[src/rtl/cpu_config.svh]
`ifndef CPU_CONFIG_SVH
`define CPU_CONFIG_SVH

// Datapath word and register width
`define CPU_WORD_BITS 16

// Architectural registers, r0 reads as zero
`define CPU_REG_COUNT 16

// Word address bits of the unified memory
`define CPU_MEM_ADDR_BITS 12

// First fetch address out of reset
`define CPU_RESET_PC 0

`endif

[src/rtl/cpu_pkg.sv]
`include "cpu_config.svh"

package cpu_pkg;

	typedef logic [`CPU_WORD_BITS-1:0] word_t;
	typedef logic [$clog2(`CPU_REG_COUNT)-1:0] reg_idx_t;

	// Unlisted codes fall through as no-ops
	typedef enum logic [3:0] {
		OP_ADD  = 4'h0,
		OP_SUB  = 4'h1,
		OP_XOR  = 4'h2,
		OP_AND  = 4'h3,
		OP_ADDI = 4'h4,
		OP_LW   = 4'h8,
		OP_SW   = 4'h9,
		OP_LLB  = 4'hA,
		OP_B    = 4'hC,
		OP_HLT  = 4'hF
	} opcode_t;

	typedef enum logic [2:0] {
		COND_NE = 3'b000,
		COND_EQ = 3'b001,
		COND_GT = 3'b010,
		COND_LT = 3'b011,
		COND_GE = 3'b100,
		COND_LE = 3'b101,
		COND_OV = 3'b110,
		COND_AL = 3'b111
	} cond_t;

	typedef struct packed {
		logic n;
		logic z;
		logic v;
	} flags_t;

	// Same word, three decode layouts
	typedef union packed {
		struct packed {opcode_t opcode; reg_idx_t rd; reg_idx_t rs; reg_idx_t rt;} r_form;
		struct packed {opcode_t opcode; reg_idx_t rd; logic [7:0] imm8;} byte_form;
		struct packed {opcode_t opcode; cond_t cond; logic [8:0] off9;} branch_form;
	} instr_t;

endpackage

[src/rtl/decode_stage.sv]
`timescale 1ns/1ps
`include "cpu_config.svh"

module decode_stage
	import cpu_pkg::*;
(
	input  logic     clk,
	input  logic     rst,
	input  logic     stall,
	input  instr_t   instr,
	input  word_t    pc_plus2,
	input  logic     f_valid,
	input  flags_t   flags,
	input  word_t    reg_rs_data,
	input  word_t    reg_rt_data,
	output reg_idx_t rs,
	output reg_idx_t rt,
	output logic     uses_rs,
	output logic     uses_rt,
	output logic     branch_taken,
	output word_t    branch_target,
	output logic     halt_seen,
	output logic     d_valid,
	output opcode_t  d_op,
	output reg_idx_t d_rd,
	output word_t    d_a,
	output word_t    d_b,
	output word_t    d_store_data,
	output logic     d_reg_write,
	output logic     d_halt
);
	opcode_t op;
	word_t   imm4_ext;
	word_t   mem_off;
	word_t   imm8_ext;
	word_t   br_off;
	word_t   operand_b;
	logic    writes_reg;
	logic    cond_true;

	assign op = instr.r_form.opcode;
	assign rs = instr.r_form.rs;
	// SW keeps its data register in bits 11-8
	assign rt = (op == OP_SW) ? instr.r_form.rd : instr.r_form.rt;

	// Immediates
	assign imm4_ext = {{(`CPU_WORD_BITS-4){instr.r_form.rt[3]}}, instr.r_form.rt};
	// Word offset, scaled to bytes
	assign mem_off = {{(`CPU_WORD_BITS-5){instr.r_form.rt[3]}}, instr.r_form.rt, 1'b0};
	assign imm8_ext = {{(`CPU_WORD_BITS-8){1'b0}}, instr.byte_form.imm8};
	assign br_off = {{(`CPU_WORD_BITS-10){instr.branch_form.off9[8]}},
		instr.branch_form.off9, 1'b0};

	// Source usage and B operand select
	always_comb begin
		uses_rs = 1'b0;
		uses_rt = 1'b0;
		writes_reg = 1'b0;
		operand_b = reg_rt_data;
		case (op)
			OP_ADD, OP_SUB, OP_AND, OP_XOR: begin
				uses_rs = 1'b1;
				uses_rt = 1'b1;
				writes_reg = 1'b1;
			end
			OP_ADDI: begin
				uses_rs = 1'b1;
				writes_reg = 1'b1;
				operand_b = imm4_ext;
			end
			OP_LLB: begin
				writes_reg = 1'b1;
				operand_b = imm8_ext;
			end
			OP_LW: begin
				uses_rs = 1'b1;
				writes_reg = 1'b1;
				operand_b = mem_off;
			end
			OP_SW: begin
				uses_rs = 1'b1;
				uses_rt = 1'b1;
				operand_b = mem_off;
			end
			default: begin
				operand_b = reg_rt_data;
			end
		endcase
	end

	// Branch condition against the NZV register
	always_comb begin
		cond_true = 1'b1;
		case (instr.branch_form.cond)
			COND_NE: cond_true = !flags.z;
			COND_EQ: cond_true = flags.z;
			COND_GT: cond_true = !flags.z && !flags.n;
			COND_LT: cond_true = flags.n;
			COND_GE: cond_true = !flags.n;
			COND_LE: cond_true = flags.n || flags.z;
			COND_OV: cond_true = flags.v;
			COND_AL: cond_true = 1'b1;
		endcase
	end

	// Stall holds off both redirect and halt
	assign branch_taken = f_valid && !stall && (op == OP_B) && cond_true;
	assign branch_target = pc_plus2 + br_off;
	assign halt_seen = f_valid && !stall && (op == OP_HLT);

	// Decode/execute register
	always_ff @(posedge clk) begin
		if (rst)
			d_valid <= 1'b0;
		else
			d_valid <= f_valid && !stall;
		d_op <= op;
		d_rd <= instr.byte_form.rd;
		d_a <= reg_rs_data;
		d_b <= operand_b;
		d_store_data <= reg_rt_data;
		d_reg_write <= writes_reg;
		d_halt <= (op == OP_HLT);
	end

endmodule

[config.mk]
export PLATFORM = sky130hd
export DESIGN_NAME = decode_stage
export DESIGN_NICKNAME = d
export VERILOG_FILES = /design/src/rtl/cpu_pkg.sv /design/src/rtl/decode_stage.sv
export VERILOG_INCLUDE_DIRS = /design/src /design/src/rtl
export SDC_FILE = /design/constraint.sdc
export NUM_CORES = 1
export LEC_CHECK = 0
export ABC_AREA = 1
export BUFFER_PORTS_ARGS = -buffer_cell sky130_fd_sc_hd__buf_4
export CELL_PAD_IN_SITES_DETAIL_PLACEMENT = 0
export CELL_PAD_IN_SITES_GLOBAL_PLACEMENT = 2
export CORE_UTILIZATION = 20
export CTS_CLUSTER_SIZE = 25
export DETAILED_ROUTE_END_ITERATION = 12
export GPL_ROUTABILITY_DRIVEN = 1
export PLACE_DENSITY_LB_ADDON = 0.1
export SLEW_MARGIN = 20
export SYNTH_ARGS = -nofsm -noshare
export SYNTH_HDL_FRONTEND = slang
export SYNTH_SLANG_ARGS = --single-unit
[constraint.sdc]
create_clock -name clk -period 1.8 [get_ports clk]
set_input_delay 0.36 -clock clk [delete_from_list [all_inputs] [get_ports clk]]
set_output_delay 0.36 -clock clk [all_outputs]
set_load 0.05 [all_outputs]
* Yosys cells after proc, flatten, opt, wreduce, memory -nomap -nowiden
Index checks and enable logic that the tools add are counted.
** Operators by class
- Add/subtract/negate cells :: 1
- Equal/unequal tests :: 16
- Multiplexer cells :: 6
- Reduce and logical (&&, ||, !) cells :: 15
** Operators with widths (count)
- $pmux 16 s3 :: 1
- $eq 4x4->1 const B :: 5
- $add 16x16->16 :: 1
- $reduce_or 7->1 :: 2
- $eq 3x3->1 const B :: 4
- $eq 4x2->1 const B :: 2
- $pmux 1 s8 :: 1
- $eq 3x2->1 const B :: 2
- $logic_and 1x1->1 :: 5
- $reduce_or 5->1 :: 1
- $eq 4x1->1 const B :: 1
- $eq 4x3->1 const B :: 1
- $logic_not 4->1 :: 1
- $mux 4 :: 1
- $eq 3x1->1 const B :: 1
- $logic_not 1->1 :: 3
- $logic_not 3->1 :: 1
- $mux 1 :: 3
- $reduce_or 2->1 :: 1
- $logic_or 1x1->1 :: 1
** Word-level totals
- Register bits after elaboration :: 59
- Input port bits :: 71
- Output and inout port bits :: 87
- Logic and storage cells :: 46

* Logic depth before layout (Yosys ltp)
Gate-level depths: netlist of run 1.
- Depth in word-level cells :: 4
- Depth in mapped cells :: 10
- Mapped depth without buffers :: 10

* Worst setup path after synthesis of run 1
No wires, ideal clock.
- Path type :: input to output
- From :: in instr[0] (netlist bit)
- To :: out branch_target[7]
- Data arrival time :: 1993 ps
- Required time :: 1440 ps
- Setup slack :: -553 ps
- Cell stages on the path :: 7
- Buffers on the path :: 0
- Cell sequence :: ha_1 -> fa_1 -> nand2_1 -> nand2_1 -> nand3_1 -> nand2_1 -> xor2_1
** Between the ends
- Longest elaborated chain between the ends :: 1
** RTL lines
- start, declared :: RTL line decode_stage.sv:10 : input instr_t instr,
- $add 16x16->16 :: RTL line decode_stage.sv:108 : assign branch_target = pc_plus2 + br_off;
- end, declared :: RTL line decode_stage.sv:21 : output word_t branch_target,
Every way passes these cells.

* Worst setup path in the final report of run 1
- From :: in instr[0] (netlist bit)
- To :: out branch_target[11]
Same word-level chain as after synthesis.

==> impl_metrics.py, run 1 <==
metrics = {
    "placement": {
        "numPortBuffers": 155,
        "place.gp.congestion": 0.720,
        "place_hpwl_mm": 6.88,
        "place_worst_setup_slack_ns": -0.418,
    },
    "sta": {
        "grt_setup_unrepaired": "yes",
        "fin_crit_sh": 1.15,
        "finalHoldViolCount": 0,
        "slew_headroom": 0.790,
        "finalSetupViolCount": 13,
        "worst-slew-pin-transition_ns": 0.315,
        "final_period_minus_worst_setup_slack_ns": 2.07,
        "clock.fmax_ghz": 0.483,
        "timing_max_transition_violations_final": 0,
        "final_critical_path_setup_slack_ns": -0.272,
    },
    "drt": {
        "dr_total_vias": 2659,
        "via_cell_ratio": 3.89,
        "post_drt_antenna_nets": 0,
        "dr.first_iter.drc_count": 79,
        "dr.pass1.iters": 4,
        "remaining_drc_errors": 0,
        "wire_per_inst_um": 12.5,
        "postRouteWirelength_mm": 8.56,
    },
    "synthesis": {
        "syn_area_per_cell_um2": 8.01,
        "synthesis.area_mm2": 0.00254,
        "yosysUniqueCellTypes": 28,
        "synth.yosys.warnings": 0,
        "synthesis.instances": 317,
        "synth.yosys.seq_area_share": 0.465,
        "synth.ff_latch_count": 59,
        "synth_fp_nets": 403,
    },
    "setup_path": {
        "worstSetupPathType": "primary input to primary output",
        "critPathRequiredTime_ns": 1.44,
        "worstPathMaxFanout": 3,
        "crit_start": "instr[0]",
        "worst_path_dominant_cell_family": "simple AND/OR/NAND/NOR gates",
        "timing.critical_path.mode_cell": "nand2_4",
        "worstPathArrival_ns": 1.71,
        "critical_path.cell_chain": "buf_6, ha_4, fa_2, nand2_4, nand2_2, nand3_2, nand2_4, nand2_4, nand2_2, nand2_2, nand2_4, buf_8",
        "critPathLaunchType": "primary input",
        "cpMaxStageDelayCell": "fa_2",
        "crit_path_end_kind": "primary output",
        "critical_path.max_stage_delay_ns": 0.37,
        "timing.critical_path.buf_inv": 2,
    },
    "floorplan": {
        "die-area_mm2": 0.0132,
        "coreArea_mm2": 0.0122,
        "floorplan.die.width_um": 115,
        "fp.dieH_um": 115,
        "initial_cell_density_of_the_core": 0.208,
        "design.portCount": 158,
        "core.rowCount": 40,
    },
    "clock_tree": {
        "clock-root-buffer": "clkbuf_16",
        "cts_tree": "done",
        "cts_buffers": 9,
        "clkSlewWorstSetupHoldPaths_ns": 0.05,
        "cts.path.max_buffers": 2,
        "clock_tree.htree_level_count": 3,
        "clock-sinks": 59,
    },
    "global_route": {
        "grt_first_pass_wirelength_mm": 13.3,
        "grt_usage": 0.135,
        "via_count_of_the_first_global_routing_pass": 2658,
        "global_route.overflow_total": 0,
        "initial_antenna_violation_count": 0,
        "pin_count_of_the_biggest_net_entering_global_routing": 17,
    },
    "cells_and_area": {
        "synthToLayoutAreaGrowth_pct": 101,
        "number_of_antenna_cells_inserted": 0,
        "drive_above_1_share": 0.635,
        "finish.net_count": 596,
    },
    "hold_path": {
        "holdCritStartpoint": "reg_rs_data[1]",
        "min-delay-path-class": "primary input to flip-flop",
    },
    "pwr": {
        "power_report.internal_total_mw": 3.04,
        "total_power_mw": 4.78,
        "seq_power_share": 0.297,
        "share_clk_of_total_power": 0.322,
        "switching_power_mw": 1.74,
        "p_per_area_mw_per_mm2": 934,
        "part_of_the_power_in_combinational_logic": 0.381,
        "ir_drop_v": 0.000375,
        "p_leak_nw": 2.53,
        "swShare": 0.364,
    },
    "run_status": {
        "run_status": "finished, violations left",
        "violations": "negative setup slack",
    },
    "flow_run": {
        "max_cap_violations": 0,
    },
}
## power by group through the flow
| stage | registers [mW] | clock network, mW | logic [mW] |
|---|---|---|---|
| 2_1_floorplan | 1.75 | 0 | 0.720 |
| 3_3_place_gp | 1.44 | 0 | 1.57 |
| 3_5_place_dp | 1.45 | 0 | 1.57 |
| 4_1_cts | 1.42 | 1.59 | 1.75 |
| 5_1_grt | 1.42 | 1.64 | 1.94 |
| 6_report | 1.42 | 1.54 | 1.82 |
## Yosys cell counts
master / instances / area share
nor2_8: 1 / 0.0079
inv_1: 38 / 0.056
nand3_2: 4 / 0.016
xnor2_1: 3 / 0.010
dfxtp_1: 59 / 0.47
o211ai_1: 2 / 0.0059
inv_2: 3 / 0.0044
nor2_1: 22 / 0.033
or2_2: 2 / 0.0049
buf_4: 5 / 0.015
nor2_2: 1 / 0.0025
a31oi_1: 1 / 0.0025
nand2_1: 97 / 0.14
buf_12: 1 / 0.0079
xor2_1: 5 / 0.017
fa_1: 1 / 0.0079
o21ai_0: 4 / 0.0079
nand2_4: 1 / 0.0044
o22ai_1: 1 / 0.0025
nand2_2: 12 / 0.030
nor2_4: 2 / 0.0089
ha_1: 14 / 0.069
buf_6: 1 / 0.0044
nor4_1: 1 / 0.0025
a21oi_1: 12 / 0.024
nor3_1: 4 / 0.0079
nand3_1: 18 / 0.035
nand4_1: 2 / 0.0049
## cell type report
class	instances	area, um2
fill	1285	7100
multi-input combinational	210	1730
timing repair buffer	189	1570
sequential	59	1180
clock buffer	10	229
tap	168	210
inverter	41	159
clock inverter	6	41.3
## per-layer routing
metal  up-vias  routed length, um  GRT usage
li1       1370                  -          -
met1      1183               3780      0.164
met2        98               4040      0.225
met3         8                618     0.0381
met4         0                122     0.0519
met5         -                  0          0
## through the flow
stage          hold slack (ns)  std cells  utilization  TNS, ns  instance area (um2)
5_1_grt                  0.120        683        0.419    -2.62                 5120
6_report                 0.136        683        0.419    -1.84                 5120
3_3_place_gp             0.465        661        0.349    -3.46                 4260
2_1_floorplan            0.388        317            -    -1.91                 2750
3_5_place_dp             0.466        661        0.349    -3.52                 4260
4_1_cts                  0.117        678        0.400    -2.52                 4880
## repair_timing
item	4_1_cts	5_1_grt
hold buffers	0	0
setup endpoints to repair	13	13
resized for setup	67	60
pin swaps	20	38
buffers inserted	1	5
## state kept, by name, indices dropped and copies added, names as in the netlist
signal	cells
d_rd	4
d_b	16
d_store_data	16
d_a	16
d_halt	1
d_valid	1
d_reg_write	1
d_op	4
## path summary, 6_finish.rpt
kind / endpoint / slack (ns) / cells after the start
min: d_a[1] / 0.14 / 1
max: branch_target[11] / -0.27 / 12
## placed cells by master, fill, tap and decap left out, types with 7 or more instances in the layout
cell type and instances:
buf_4 159, dfxtp_1 59, nand2_1 56, nand2_2 39
inv_1 30, buf_6 22, nor2_1 16, nand2_4 15
nand3_2 13, ha_4 13, inv_2 9, clkbuf_16 9
nand3_1 8, buf_8 7
## kinds of logic after synthesis
logic type | Yosys count | synth area share
compound gates | 20 | 0.0424
xor+xnor | 8 | 0.0276
fa+ha+maj | 15 | 0.0768
buf+inv | 48 | 0.0877
flops | 59 | 0.465
simple gates | 167 | 0.300
Power figures use the tool's default switching activity.
==> run 2: changes to the inputs <==
TNS_END_PERCENT = 30   (was unset)
==> impl_metrics.py, run 2 (same netlist as run 1, synthesis figures left out) <==
metrics = {
    "run_status": {
        "run_status": "finished, violations left",
        "violations": "negative setup slack",
    },
    "flow_run": {
        "max_cap_violations": 0,
    },
    "drt": {
        "dr.pass1.iters": 4,
        "via_cell_ratio": 3.86,
        "postRouteWirelength_mm": 8.28,
        "post_drt_antenna_nets": 0,
        "wire_per_inst_um": 12.2,
        "dr_total_vias": 2619,
        "remaining_drc_errors": 0,
        "dr.first_iter.drc_count": 79,
    },
    "setup_path": {
        "critical_path.cell_chain": "buf_8, ha_4, fa_2, nand2_4, nand2_2, nand3_2, nand2_4, nand2_2, nand2_1, nand2_1, nand2_1, buf_6",
        "timing.critical_path.buf_inv": 2,
        "critPathRequiredTime_ns": 1.44,
        "crit_path_end_kind": "primary output",
        "worstPathArrival_ns": 1.71,
        "cpMaxStageDelayCell": "fa_2",
        "timing.critical_path.mode_cell": "nand2_1",
        "worstPathMaxFanout": 3,
        "critPathLaunchType": "primary input",
        "worstSetupPathType": "primary input to primary output",
        "critical_path.max_stage_delay_ns": 0.37,
        "worst_path_dominant_cell_family": "simple AND/OR/NAND/NOR gates",
    },
    "pwr": {
        "part_of_the_power_in_combinational_logic": 0.330,
        "share_clk_of_total_power": 0.390,
        "p_per_area_mw_per_mm2": 1030,
        "power_report.internal_total_mw": 3.38,
        "switching_power_mw": 1.67,
        "p_leak_nw": 2.49,
        "ir_drop_v": 0.000366,
        "seq_power_share": 0.280,
        "swShare": 0.331,
    },
    "clock_tree": {
        "clock_tree.htree_level_count": 3,
        "cts.path.max_buffers": 2,
        "cts_buffers": 9,
        "clock-root-buffer": "clkbuf_16",
        "cts_tree": "done",
        "clock-sinks": 59,
        "clkSlewWorstSetupHoldPaths_ns": 0.05,
    },
    "hold_path": {
        "min-delay-path-class": "primary input to flip-flop",
        "holdCritStartpoint": "reg_rs_data[3]",
        "hold_path_depth": 1,
        "sink_of_the_worst_hold_path": "d_a[3]",
    },
    "placement": {
        "dpl.cell_count": 662,
        "place_worst_setup_slack_ns": -0.503,
        "numPortBuffers": 155,
        "place_hpwl_mm": 6.76,
        "place.gp.congestion": 0.741,
    },
    "cells_and_area": {
        "layout_common_cells": "buf_4, nand2_1, dfxtp_1, inv_1, nand2_2",
        "largestRegisters": "d_a: 16 flops, d_b: 16 flops, d_store_data: 16 flops",
        "final_cells": 679,
        "multi_input_comb_area_mm2": 0.00153,
        "mostFrequentLayoutCell": "buf_4",
        "finish.net_count": 592,
        "regArea_mm2": 0.00118,
        "drive_above_1_share": 0.562,
        "number_of_antenna_cells_inserted": 0,
        "synthToLayoutAreaGrowth_pct": 93.0,
        "num-fill-cells": 1304,
    },
    "floorplan": {
        "coreArea_mm2": 0.0122,
        "design.portCount": 158,
        "fp.dieH_um": 115,
        "core.rowCount": 40,
        "initial_cell_density_of_the_core": 0.208,
        "die-area_mm2": 0.0132,
        "floorplan.die.width_um": 115,
    },
    "global_route": {
        "grt_first_pass_wirelength_mm": 12.7,
        "global_route.overflow_total": 0,
        "initial_antenna_violation_count": 0,
        "pin_count_of_the_biggest_net_entering_global_routing": 17,
        "grt_usage": 0.128,
        "via_count_of_the_first_global_routing_pass": 2566,
    },
    "sta": {
        "worst-slew-pin-transition_ns": 0.315,
        "slew_headroom": 0.790,
        "fin_crit_sh": 1.15,
        "final_period_minus_worst_setup_slack_ns": 2.07,
        "grt_setup_unrepaired": "yes",
        "finalHoldViolCount": 0,
        "finalSetupViolCount": 13,
        "final_critical_path_setup_slack_ns": -0.265,
        "final.hold.worst_slack_ns": 0.139,
        "timing_max_transition_violations_final": 0,
        "clock.fmax_ghz": 0.484,
    },
}
-- run 2: changes by cell type in the layout (fill, tap and decap cells not counted), moves of 5 or more --
cell     delta
inv_2       -5
nand3_2     -6
nand2_4     -9
buf_4       +7
nand2_1    +21
buf_6       -6
inv_1       +6
buf_8       -5
nand2_2    -12
nand3_1     +6
-- run 2: final cells by class --
type,count,share of cell area
tap,168,0.0429
inverter,41,0.0319
timing repair buffer,185,0.301
clock inverter,7,0.0253
sequential,59,0.241
multi-input combinational,210,0.312
clock buffer,9,0.0459
-- run 2: power groups by stage --
stage / clock [mW] / sequential [mW] / combinational (mW)
5_1_grt: 2.11 / 1.42 / 1.78
6_report: 1.97 / 1.42 / 1.67
3_5_place_dp: 0 / 1.45 / 1.49
3_3_place_gp: 0 / 1.44 / 1.49
4_1_cts: 2.03 / 1.42 / 1.60
2_1_floorplan: 0 / 1.75 / 0.644
-- run 2: routing by layer --
layer / wire [um] / vias up / GRT usage
met5: 0 / - / 0
met4: 79 / 0 / 0.0468
met3: 586 / 5 / 0.0360
met2: 3990 / 101 / 0.217
met1: 3620 / 1158 / 0.154
li1: - / 1355 / -
-- run 2: repair_timing --
action,in CTS,in global routing
hold buffers,0,0
setup buffers,0,1
endpoints found under the setup margin,14,14
resized for setup,47,41
pin swaps,14,17
-- run 2: how the worst max path moves through the flow --
| stage | from | end | cells after the start |
|---|---|---|---|
| floorplan | instr[2] | branch_target[8] | 5 |
| global placement | instr[0] | branch_target[15] | 11 |
| detailed placement | instr[0] | branch_target[15] | 11 |
| CTS | instr[0] | branch_target[15] | 12 |
| global route | instr[0] | branch_target[15] | 12 |
| finish | instr[0] | branch_target[11] | 12 |
-- run 2: per-stage QoR --
step                      area [um2]  TNS [ns]  total power, mW  utilization
after floorplan                 2600     -4.11             2.40            -
after global routing            4900     -2.98             5.31        0.401
after detailed placement        4120     -4.50             2.94        0.337
final                           4900     -2.00             5.06        0.401
after global placement          4120     -4.49             2.94        0.337
after CTS                       4700     -2.62             5.05        0.385
