===== src/rtl/cpu_config.svh =====
`ifndef CPU_CONFIG_SVH
`define CPU_CONFIG_SVH

// Datapath word and register width
`define CPU_WORD_BITS 16

// Architectural registers, r0 reads as zero
`define CPU_REG_COUNT 16

// Word address bits of the unified memory
`define CPU_MEM_ADDR_BITS 12

// First fetch address out of reset
`define CPU_RESET_PC 0

`endif


===== src/rtl/cpu_pkg.sv =====
`include "cpu_config.svh"

package cpu_pkg;

	typedef logic [`CPU_WORD_BITS-1:0] word_t;
	typedef logic [$clog2(`CPU_REG_COUNT)-1:0] reg_idx_t;

	// Unlisted codes fall through as no-ops
	typedef enum logic [3:0] {
		OP_ADD  = 4'h0,
		OP_SUB  = 4'h1,
		OP_XOR  = 4'h2,
		OP_AND  = 4'h3,
		OP_ADDI = 4'h4,
		OP_LW   = 4'h8,
		OP_SW   = 4'h9,
		OP_LLB  = 4'hA,
		OP_B    = 4'hC,
		OP_HLT  = 4'hF
	} opcode_t;

	typedef enum logic [2:0] {
		COND_NE = 3'b000,
		COND_EQ = 3'b001,
		COND_GT = 3'b010,
		COND_LT = 3'b011,
		COND_GE = 3'b100,
		COND_LE = 3'b101,
		COND_OV = 3'b110,
		COND_AL = 3'b111
	} cond_t;

	typedef struct packed {
		logic n;
		logic z;
		logic v;
	} flags_t;

	// Same word, three decode layouts
	typedef union packed {
		struct packed {opcode_t opcode; reg_idx_t rd; reg_idx_t rs; reg_idx_t rt;} r_form;
		struct packed {opcode_t opcode; reg_idx_t rd; logic [7:0] imm8;} byte_form;
		struct packed {opcode_t opcode; cond_t cond; logic [8:0] off9;} branch_form;
	} instr_t;

endpackage


===== src/rtl/execute_stage.sv =====
`timescale 1ns/1ps
`include "cpu_config.svh"

module execute_stage
	import cpu_pkg::*;
(
	input  logic     clk,
	input  logic     rst,
	input  logic     d_valid,
	input  opcode_t  d_op,
	input  reg_idx_t d_rd,
	input  word_t    d_a,
	input  word_t    d_b,
	input  word_t    d_store_data,
	input  logic     d_reg_write,
	input  logic     d_halt,
	output flags_t   flags,
	output logic     d_sets_flags,
	output logic     e_valid,
	output opcode_t  e_op,
	output reg_idx_t e_rd,
	output word_t    e_result,
	output word_t    e_store_data,
	output logic     e_reg_write,
	output logic     e_halt
);
	localparam int MSB = `CPU_WORD_BITS - 1;

	word_t sum;
	word_t diff;
	word_t result;
	logic  add_ovf;
	logic  sub_ovf;
	logic  arith;

	assign sum = d_a + d_b;
	assign diff = d_a - d_b;
	// Signed overflow from operand and result signs
	assign add_ovf = (d_a[MSB] == d_b[MSB]) && (sum[MSB] != d_a[MSB]);
	assign sub_ovf = (d_a[MSB] != d_b[MSB]) && (diff[MSB] != d_a[MSB]);

	assign arith = (d_op == OP_ADD) || (d_op == OP_SUB) || (d_op == OP_ADDI);
	assign d_sets_flags = arith || (d_op == OP_AND) || (d_op == OP_XOR);

	always_comb begin
		case (d_op)
			// Address add shares the adder
			OP_ADD, OP_ADDI, OP_LW, OP_SW: result = sum;
			OP_SUB: result = diff;
			OP_AND: result = d_a & d_b;
			OP_XOR: result = d_a ^ d_b;
			// LLB passes the immediate
			OP_LLB: result = d_b;
			default: result = '0;
		endcase
	end

	always_ff @(posedge clk) begin
		if (rst) begin
			flags <= '0;
			e_valid <= 1'b0;
		end else begin
			e_valid <= d_valid;
			if (d_valid && d_sets_flags) begin
				flags.n <= result[MSB];
				flags.z <= (result == '0);
				// Logic ops clear V
				flags.v <= arith && ((d_op == OP_SUB) ? sub_ovf : add_ovf);
			end
		end
		e_op <= d_op;
		e_rd <= d_rd;
		e_result <= result;
		e_store_data <= d_store_data;
		e_reg_write <= d_reg_write;
		e_halt <= d_halt;
	end

endmodule


===== config.mk =====
export PLATFORM = sky130hd
export DESIGN_NAME = execute_stage
export DESIGN_NICKNAME = d
export VERILOG_FILES = /design/src/rtl/cpu_pkg.sv /design/src/rtl/execute_stage.sv
export VERILOG_INCLUDE_DIRS = /design/src /design/src/rtl
export SDC_FILE = /design/constraint.sdc
export NUM_CORES = 1
export LEC_CHECK = 0
export BUFFER_PORTS_ARGS = -buffer_cell sky130_fd_sc_hd__buf_2
export CAP_MARGIN = 40
export CORE_ASPECT_RATIO = 1.5
export CORE_MARGIN = 2
export CORE_UTILIZATION = 52
export DETAILED_ROUTE_END_ITERATION = 12
export GPL_ROUTABILITY_DRIVEN = 0
export GPL_TIMING_DRIVEN = 0
export MAX_ROUTING_LAYER = met4
export PLACE_DENSITY = 0.87
export SLEW_MARGIN = 5
export SYNTH_ARGS = -nofsm -noshare
export SYNTH_HDL_FRONTEND = slang
export SYNTH_SLANG_ARGS = --single-unit

===== constraint.sdc =====
create_clock -name clk -period 3.71 [get_ports clk]
set_input_delay 0.371 -clock clk [delete_from_list [all_inputs] [get_ports clk]]
set_output_delay 0.371 -clock clk [all_outputs]
set_load 0.1 [all_outputs]

After elaboration in Yosys (flattened, before gate mapping) --
Index checks and enable logic that the tools add are counted.
Storage, ports and cells: input port bits 61, logic and storage cells 38, output and inout bits 47, register bits after elaboration 46
Cells by class: reductions and logical operators 11, mux-type cells 2, bitwise operators 2, add/sub/neg operators 2, equal/unequal tests 11
Operators with widths (number):
- $pmux W16 S5 | 1
- $add A16 B16 Y16 | 1
- $and A16 B16 Y16 | 1
- $logic_not A16 Y1 | 1
- $sub A16 B16 Y16 | 1
- $xor A16 B16 Y16 | 1
- $eq A4 B4 Y1 const B | 3
- $eq A4 B2 Y1 const B | 2
- $eq A4 B1 Y1 const B | 1
- $eq A4 B3 Y1 const B | 1
- $logic_and A1 B1 Y1 | 4
- $logic_not A4 Y1 | 1
- $logic_or A1 B1 Y1 | 4
- $reduce_or A4 Y1 | 1
- $ne A1 B1 Y1 | 3
- $eq A1 B1 Y1 | 1
- $mux W1 | 1

Logic depth before layout (Yosys ltp) --
Gate-level depths: netlist of run 1.
depth in word-level cells 6, depth in mapped cells 12, mapped depth without buffers 12

Least setup slack after synthesis of run 1 --
No wires, ideal clock.
path kind input to register, from input port d_op[3], to register flags[1] in the netlist's numbering, cell stages on the path 9, arrival 3479 ps, buffers on the path 2, data required time 3641 ps, setup time 69 ps, path slack 162 ps, cell sequence buf_4 clkbuf_1 nor2_1 nand2_1 or4_1 or4_1 nor4_1 nand4bb_1 o21ai_1
On the way: longest elaborated chain between the ends 6, elaborated cells between the ends (all ways) 16, those cells by class eq/ne: 7; mux: 1; reduce/logical: 8
Ends and longest elaborated chain:
- start, declared | line execute_stage.sv:10 | input opcode_t d_op,
- $eq A4 B1 Y1 or $logic_not A4 Y1 (tied branches) | line execute_stage.sv:42 | assign arith = (d_op == OP_ADD) || (d_op == OP_SUB) || (d_op == OP_ADDI);
- $logic_or A1 B1 Y1 (2 in series) | line execute_stage.sv:42
- $logic_or A1 B1 Y1 | line execute_stage.sv:43 | assign d_sets_flags = arith || (d_op == OP_AND) || (d_op == OP_XOR);
- $logic_or A1 B1 Y1 (*) | line execute_stage.sv:43
- named net d_sets_flags | line execute_stage.sv:18 | output logic d_sets_flags,
- $logic_and A1 B1 Y1 (*) | line execute_stage.sv:64 | if (d_valid && d_sets_flags) begin
- end, declared | line execute_stage.sv:17 | output flags_t flags,
The timed path passes the listed nets; every way through them passes the cells marked *. A chain may end at the register's enable or synchronous reset.

Final worst setup path of run 1 --
from input port d_a[0], to register flags[1] in the netlist's numbering
On the way: longest elaborated chain between the ends 3, elaborated cells between the ends (all ways) 6, those cells by class add/sub: 2; mux: 1; bitwise: 2; reduce/logical: 1
Ends and longest elaborated chain:
- start, declared | line execute_stage.sv:12 | input word_t d_a,
- $sub A16 B16 Y16 or $add A16 B16 Y16 (tied branches) | line execute_stage.sv:37, execute_stage.sv:36
- $pmux W16 S5 (*) | line execute_stage.sv:46 | case (d_op)
- named net result[8] | line execute_stage.sv:31 | word_t result;
- $logic_not A16 Y1 (*) | line execute_stage.sv:66 | flags.z <= (result == '0);
Marks and branches as above.

==> results of run 1 <==
==> worst reg2reg max path: stages (launching register included) <==
cell and delay (ns):
dfxtp_1 0.35, nor2_1 0.05, a211oi_1 0.19
==> cell type report <==
class	count	share of cell area (%)
Clock buffer	5	1.64
Multi-Input combinational cell	333	55.5
Inverter	29	2.59
Clock inverter	3	0.507
Tap cell	76	2.26
Buffer	26	2.86
Timing Repair Buffer	107	12.8
Sequential cell	46	21.9
==> path summary, 6_finish.rpt <==
kind / from / end / slack [ns] / cells past startpoint
worst min register to register: flags[1] / flags[1] / 0.48 / 2
worst max-delay path: d_a[0] / flags[1] / 0.47 / 13
worst min-delay path: d_store_data[7] / e_store_data[7] / 0.16 / 1
worst max register to register: flags[2] / flags[2] / 3.05 / 2
==> cell usage after synthesis (all sizes together), types with 3 or more instances <==
| master | n | share of area [%] |
|---|---|---|
| a21oi | 36 | 5.2 |
| a211o | 3 | 0.76 |
| nor3 | 11 | 1.6 |
| o21bai | 6 | 1.3 |
| o31ai | 3 | 0.65 |
| a2bb2oi | 3 | 0.94 |
| nor2 | 32 | 3.5 |
| a31o | 4 | 1.0 |
| a31oi | 4 | 0.72 |
| o21ai | 25 | 3.6 |
| nand2b | 11 | 2.0 |
| dfxtp | 46 | 26 |
| inv | 29 | 3.1 |
| nor4 | 6 | 1.1 |
| nor4b | 3 | 0.76 |
| and2 | 4 | 0.72 |
| nand3 | 8 | 1.2 |
| nand3b | 3 | 0.65 |
| o22ai | 10 | 1.8 |
| or3 | 3 | 0.54 |
| buf | 12 | 1.9 |
| a221oi | 4 | 1.0 |
| o2111ai | 3 | 0.76 |
| a211oi | 6 | 1.3 |
| nor2b | 17 | 3.1 |
| a311oi | 3 | 0.76 |
| clkbuf | 14 | 1.5 |
| a21o | 3 | 0.65 |
| o311ai | 3 | 0.97 |
| mux2i | 3 | 0.86 |
| nand2 | 25 | 2.7 |
| a22oi | 4 | 0.86 |
| o21a | 5 | 1.1 |
| and3 | 4 | 0.72 |
| o211ai | 6 | 1.3 |
| ha | 32 | 12 |
==> layout by cell type (no fill, tap or decap), drive strengths merged, types with 5 or more instances in the layout <==
cell    Yosys  routed
nand2b     11      11
nor2       32      32
dfxtp      46      46
nor3       11      11
nand2      25      25
o21bai      6       6
ha         32      32
nand3       8       8
o21a        5       5
a211oi      6       6
nor2b      17      17
inv        29      29
buf        12     119
clkbuf     14      19
o211ai      6       6
o22ai      10      10
a21oi      36      36
nor4        6       6
o21ai      25      25
==> layer usage <==
layer,track usage (%),vias to the layer above,part of all wire (%)
met1,31.0,1803,35
li1,-,1829,-
met4,19.9,0,6.5
met2,55.1,270,50
met5,-,-,0
met3,4.65,82,8.5
==> power by group <==
group	switching, mW	internal [mW]	leakage [nW]	total, mW
clock network	0.170	0.132	0.0441	0.303
registers	0.00961	0.538	0.386	0.548
logic	0.623	0.204	1.51	0.827
total	0.803	0.874	1.94	1.68
==> logic make-up (layout without fill, tap and decap cells) <==
logic type	Yosys count	count (layout)
AO/OA/AOI/OAI	152	152
AND/OR/NAND/NOR	139	139
buffers and inverters	55	170
flip-flops	46	46
adder cells (fa/ha/maj)	35	35
XOR/XNOR	4	4
multiplexers	3	3
==> registers in the layout, summed over array words and instances, names as in the netlist <==
register / count
e_halt: 1
e_op: 4
e_rd: 4
e_reg_write: 1
e_result: 16
e_store_data: 16
e_valid: 1
flags: 3
==> metrics, run 1 <==
Die ar.=7370 um^2; mux contribution to synthesized area=0.863%; fin util=64.7%; Synth Area in Adders=12.9%; CP Launch Type=input pin; status=finished clean; Critical Path Sink Type=register; die width=70.8 um; compound-gate portion of the synthesized area=30.8%; Worst Path Max Fanout=3; Min Hold Slack=0.158 ns; DRT Pass-1 Iters=7; slew margin rel.=51.0%; clk sinks=46; Worst Path Buf+Inv=2; Final Hold Viols=0; Leak=1.94 nW; fin crit period=3.24 ns; wire per inst=18.3 um; Core Rows=36; xor and xnor area share after synthesis=1.01%; setup ws final=0.470 ns; initial antenna violation count=0; vias in the first global route=3817; total grt overflow=0; area of the core=6490 um^2; # IOs=108; Syn Std Cell Area=3480 um^2; FF+latch count, synth=46; Clock Skews=0 ns; WS Path Type=input pin to register; clk_lat worst skew=0.30 ns; clock-pin slew on the worst setup and hold paths=0.09 ns; pre-CTS WS=0.323 ns; area of the multi-input gates=2330 um^2; final worst path period share=87.3%; Post-Synthesis Cells=434; cts repair resizes=0; Port Buffer Count=107; Final Max Tran Viols=0; Slew @ Worst Pin=0.734 ns; CP arrival=3.48 ns; Setup TNS=0 ns; total CTS buffers=5; # setup viols final=0; most common flop cell mapped by yosys=dfxtp_1; cell area after layout=4200 um^2; initial core utilization=53.6%; TritonCTS clock tree=built; vias per std cell=6.37; die height=104 um; overall routed net length=11500 um; ratio of cells with drive above 1 in the final layout=25.1%; HPWL after detailed placement=8770 um; H-tree depth=2; placed cell count=617; Simple-Gate Fraction of Synth Area=21.3%; PwrDens=399 nW/um^2; Routed Antenna Nets=0; CTS max path bufs=2; cell chosen for the clock root=clkbuf_8; FF+latch area=921 um^2; antenna cells=0; first-pass GRT wire length=17900 um; FFs w/ async S/R, synth=0%; Setup Buffers After CTS=0; post-synthesis sequential area ratio=26.5%; Pwr Total=1.68 mW; worst hold path class=input pin to register; nets=643; CP Cell Sequence=buf_2, inv_1, ha_1, fa_1, nand2b_1, a21oi_1, o21a_1, o211ai_1, o32a_1, or4bb_1, nor4_1, nand4bb_1, o21ai_1; VDD IR-drop max=215 uV; synth warn=0; dpl cell area=4110 um^2; Crit path largest cell delay=0.51 ns; drt drc=0; Post-synth EDFFs=0; Initial DRC Count=457; Layout fillers=572; Max Cap Violations=0; f_max=0.309 GHz; Final Non-Filler Cells=625; RSZ-0062 raised after global routing=no; largest net degree at the start of global routing=16; CTS Hold Bufs=0; required time worst endpoint=3.95 ns; Slowest-stage cell, CP=or4bb_1; combinational family with the most area after synthesis=compound AO/OA/AOI/OAI gates; Mapped Nets=529; GRT Overall Usage=31.1%; vias=3984; critical path's top delay family=simple AND/OR/NAND/NOR gates; P&R area growth vs syn=20.7%; syn_area_per_cell=8.01 um^2; library cells used by synthesis=76
Power figures use the tool's default switching activity.
==> run 2: changes to the inputs <==
Clock period 3.71 ns to 3.25 ns, I/O delays scaled along.
==> metrics, run 2 (synthesis gave the netlist of run 1 again) <==
status=finished clean; wire per inst=17.9 um; initial antenna violation count=0; Port Buffer Count=107; total grt overflow=0; placed cell count=617; Reg power frac=32.4%; Die ar.=7370 um^2; Final Hold Viols=0; Logic pwr share=48.7%; Worst R2R End=flags[2]; Worst Path Max Fanout=4; CP startpoint=d_b[0]; vias=3997; min-delay src=d_store_data[14]; fin util=64.9%; clock-pin slew on the worst setup and hold paths=0.09 ns; Final Max Tran Viols=0; vias in the first global route=3758; final worst path period share=95.2%; CP Cell Sequence=buf_2, ha_1, fa_1, nor2b_1, o21ai_0, a31o_1, nor2_1, o32a_1, or4bb_1, nor4_1, nand4bb_1, o21ai_1; total CTS buffers=5; cell area after layout=4210 um^2; largest net degree at the start of global routing=17; GRT Overall Usage=30.2%; # setup viols final=0; Core Rows=36; worst hold path class=input pin to register; Slew @ Worst Pin=0.730 ns; nets=643; Initial DRC Count=467; ratio of cells with drive above 1 in the final layout=25.5%; metal3 WL=1070 um; HPWL after detailed placement=8500 um; f_max=0.323 GHz; cell chosen for the clock root=clkbuf_8; Clock Skews=0 ns; dpl cell area=4110 um^2; # IOs=108; setup ws final=0.156 ns; Leak=1.94 nW; CP Launch Type=input pin; slew margin rel.=51.3%; die width=70.8 um; Worst Hold Path EP=e_store_data[14]; Setup Buffers After CTS=0; Slowest-stage cell, CP=or4bb_1; clk sinks=46; DR top layer=met4; met1 wire length=3800 um; P&R area growth vs syn=21.0%; largest registers=e_result (16), e_store_data (16); area of the core=6490 um^2; hold path depth=1; die height=104 um; Layout fillers=572; Pwr Total=1.93 mW; WS Path Type=input pin to register; clk_lat worst skew=0.31 ns; RSZ-0062 raised after global routing=no; vias per std cell=6.40; Critical Path Sink Type=register; overall routed net length=11200 um; most frequent cells in the layout=buf_2 (116), dfxtp_1 (46), a21oi_1 (36), ha_1 (32), nor2_1 (31); initial core utilization=53.6%; TritonCTS clock tree=built; clock power share=18.9%; DRT Pass-1 Iters=6; drt drc=0; Crit path largest cell delay=0.50 ns; cell count of the worst reg-to-reg path=2; Routed Antenna Nets=0; Sw Share=48.1%; PwrDens=459 nW/um^2; VDD IR-drop max=216 uV; r2r setup slk=2.59 ns; CTS max path bufs=2; NetSw=0.929 mW; RR Startpoint=flags[2]; Pint=1.00 mW; most common cell after layout, fill and taps aside=buf_2; Max Cap Violations=0; antenna cells=0; Setup TNS=0 ns; pre-CTS WS=-0.0311 ns; CP arrival=3.33 ns; Final Non-Filler Cells=625; DR WL met2=5540 um; first-pass GRT wire length=17500 um; Min Hold Slack=0.112 ns; H-tree depth=2; required time worst endpoint=3.48 ns; fin crit period=3.09 ns
run 2: changes by cell type in the layout (fill, tap and decap cells not counted):
cell,before,now
inv_6,0,1
clkinv_2,1,0
a211oi_1,6,5
a211oi_2,0,1
nor2_1,32,31
nor2_2,0,1
run 2: timing repair:
action / 4_1_cts / 5_1_grt
resized for setup: 0 / 1
hold buffers: 0 / 0
endpoints found under the setup margin: 0 / 1
run 2: area by class of cell:
type | count | area (um^2) | area share, %
tap | 76 | 95.1 | 2.26
clock buffer | 5 | 68.8 | 1.63
multi-input combinational | 333 | 2340 | 55.5
sequential | 46 | 921 | 21.9
inverter | 29 | 109 | 2.59
clock inverter | 3 | 25.0 | 0.594
buffer | 26 | 120 | 2.85
timing repair buffer | 107 | 536 | 12.7
run 2: metal layers:
metal | GRT usage, % | vias up
li1 | - | 1837
met1 | 29.7 | 1781
met2 | 51.4 | 301
met3 | 5.62 | 78
met4 | 22.6 | 0
met5 | - | -
run 2: worst max-delay path by stage:
stage / depth (start not counted) / slack [ns] / end
floorplan: 9 / 0.26 / flags[1]
global placement: 13 / -0.03 / flags[1]
detailed placement: 13 / -0.03 / flags[1]
CTS: 13 / 0.28 / flags[1]
global route: 13 / 0.03 / flags[1]
finish: 12 / 0.16 / flags[1]
run 2: power groups by stage:
| stage | clock network, mW | registers [mW] | logic (mW) |
|---|---|---|---|
| floorplan | 0 | 1.01 | 0.345 |
| detailed placement | 0 | 0.639 | 0.916 |
| CTS | 0.373 | 0.626 | 0.921 |
| global route | 0.398 | 0.631 | 0.985 |
| global placement | 0 | 0.637 | 0.903 |
| finish | 0.364 | 0.626 | 0.941 |
run 2: critical path: cells and delay by family:
| kind | cells | cell delay, ns |
|---|---|---|
| adders and majority gates | 2 | 0.63 |
| buffers and inverters | 1 | 0.13 |
| and+or+nand+nor | 5 | 1.27 |
| AOI/OAI and AO/OA | 4 | 0.97 |
==> run 3: changes to the inputs <==
Settings changed: REMOVE_ABC_BUFFERS set to 1.
==> metrics, run 3 (synthesis gave the netlist of run 1 again) <==
clk sinks=46; CP Cell Sequence=buf_2, nand2b_1, and2_1, nand2_1, o221ai_2, or4_1, or4_1, nor4_1, nand4bb_1, o21ai_1; CTS max path bufs=2; Port Buffer Count=107; Core Rows=36; r2r setup slk=2.60 ns; largest registers=e_result (16), e_store_data (16); nets=618; worst hold path class=input pin to register; cell mode on critical path=or4_1; Critical Path Sink Type=register; slew margin rel.=38.9%; DRT Pass-1 Iters=6; Setup Buffers After CTS=0; FF+latch area=921 um^2; vias per std cell=6.49; drt drc=0; RSZ-0062 raised after global routing=no; clock-pin slew on the worst setup and hold paths=0.09 ns; CTS Hold Bufs=0; Max Cap Violations=0; Leak=1.88 nW; antenna cells=0; clk_lat worst skew=0.30 ns; most common cell after layout, fill and taps aside=buf_2; wire per inst=17.5 um; area of the multi-input gates=2360 um^2; CP Launch Type=input pin; Slowest-stage cell, CP=or4_1; initial antenna violation count=0; cell chosen for the clock root=clkbuf_8; Crit path largest cell delay=0.56 ns; # setup viols final=0; Final Max Tran Viols=0; ratio of cells with drive above 1 in the final layout=25.2%; VDD IR-drop max=255 uV; fin util=63.5%; overall routed net length=10500 um; Slew @ Worst Pin=0.913 ns; Clock Skews=0 ns; Worst Path Max Fanout=27; Initial DRC Count=470; status=finished clean; most frequent cells in the layout=buf_2 (106), dfxtp_1 (46), a21oi_1 (36), nor2_1 (32), ha_1 (32); PwrDens=465 nW/um^2; vias in the first global route=3738; Layout fillers=574; area of the core=6490 um^2; fin crit period=3.08 ns; Final Hold Viols=0; # IOs=108; WS Path Type=input pin to register; GRT Overall Usage=28.1%; Min Hold Slack=0.109 ns; final worst path period share=94.8%; required time worst endpoint=3.49 ns; initial core utilization=53.6%; largest net degree at the start of global routing=36; CP arrival=3.32 ns; Die ar.=7370 um^2; total CTS buffers=5; vias=3894; total grt overflow=0; die height=104 um; HPWL after detailed placement=7970 um; f_max=0.324 GHz; first-pass GRT wire length=16700 um; TritonCTS clock tree=built; P&R area growth vs syn=18.5%; die width=70.8 um; H-tree depth=2; Routed Antenna Nets=0
-- run 3: cell count changes in the layout (fill, tap and decap cells not counted), sizes merged --
cell | previous run | this run
clkinvlp | 1 | 2
clkinv | 1 | 0
clkbuf | 19 | 6
buf | 119 | 107
-- run 3: worst max-delay path, delay by kind of cell --
family,cells,cell delay [ns]
compound gates,2,0.27
simple gates,7,2.30
buf+inv,1,0.41
-- run 3: cell type report --
cell class | instances | area share (%)
repair buffers | 108 | 13.2
well taps | 76 | 2.31
multi-input cells | 333 | 57.2
flip-flops and latches | 46 | 22.4
inverters | 29 | 2.64
clock inverters | 3 | 0.577
clock buffers | 5 | 1.67
-- run 3: path summary, 6_finish.rpt --
check / startpoint / end / cells after the start
setup reg to reg: flags[2] / flags[2] / 2
setup / recovery: d_op[0] / flags[1] / 10
hold reg to reg: flags[1] / flags[1] / 2
hold / removal: d_reg_write / e_reg_write / 1
-- run 3: per-stage QoR --
step | power, mW | setup WS (ns) | TNS, ns | area, um^2 | instances
after floorplan | 1.34 | -0.0655 | -0.0655 | 3360 | 408
after global placement | 1.52 | -0.816 | -3.57 | 3990 | 591
after detailed placement | 1.54 | -0.344 | -0.344 | 4000 | 592
after CTS | 1.90 | 0.0507 | 0 | 4090 | 600
after global routing | 1.99 | 0.0241 | 0 | 4120 | 600
final | 1.92 | 0.168 | 0 | 4120 | 600
-- run 3: power breakdown --
part | switching (mW) | total (mW) | internal [mW]
sequential | 0.0109 | 0.625 | 0.614
combinational | 0.701 | 0.929 | 0.228
clock | 0.207 | 0.361 | 0.154
-- run 3: routing by layer --
metal	up-vias	wire, um	track usage (%)
li1	1779	-	-
met1	1751	3610	27.7
met2	283	5270	49.9
met3	81	948	4.17
met4	0	684	17.9
met5	-	0	-
-- run 3: repair_timing --
item	CTS	global route
setup endpoints to repair	1	2
endpoints found under the hold margin	0	0
resized for setup	1	4
pin swaps	0	0
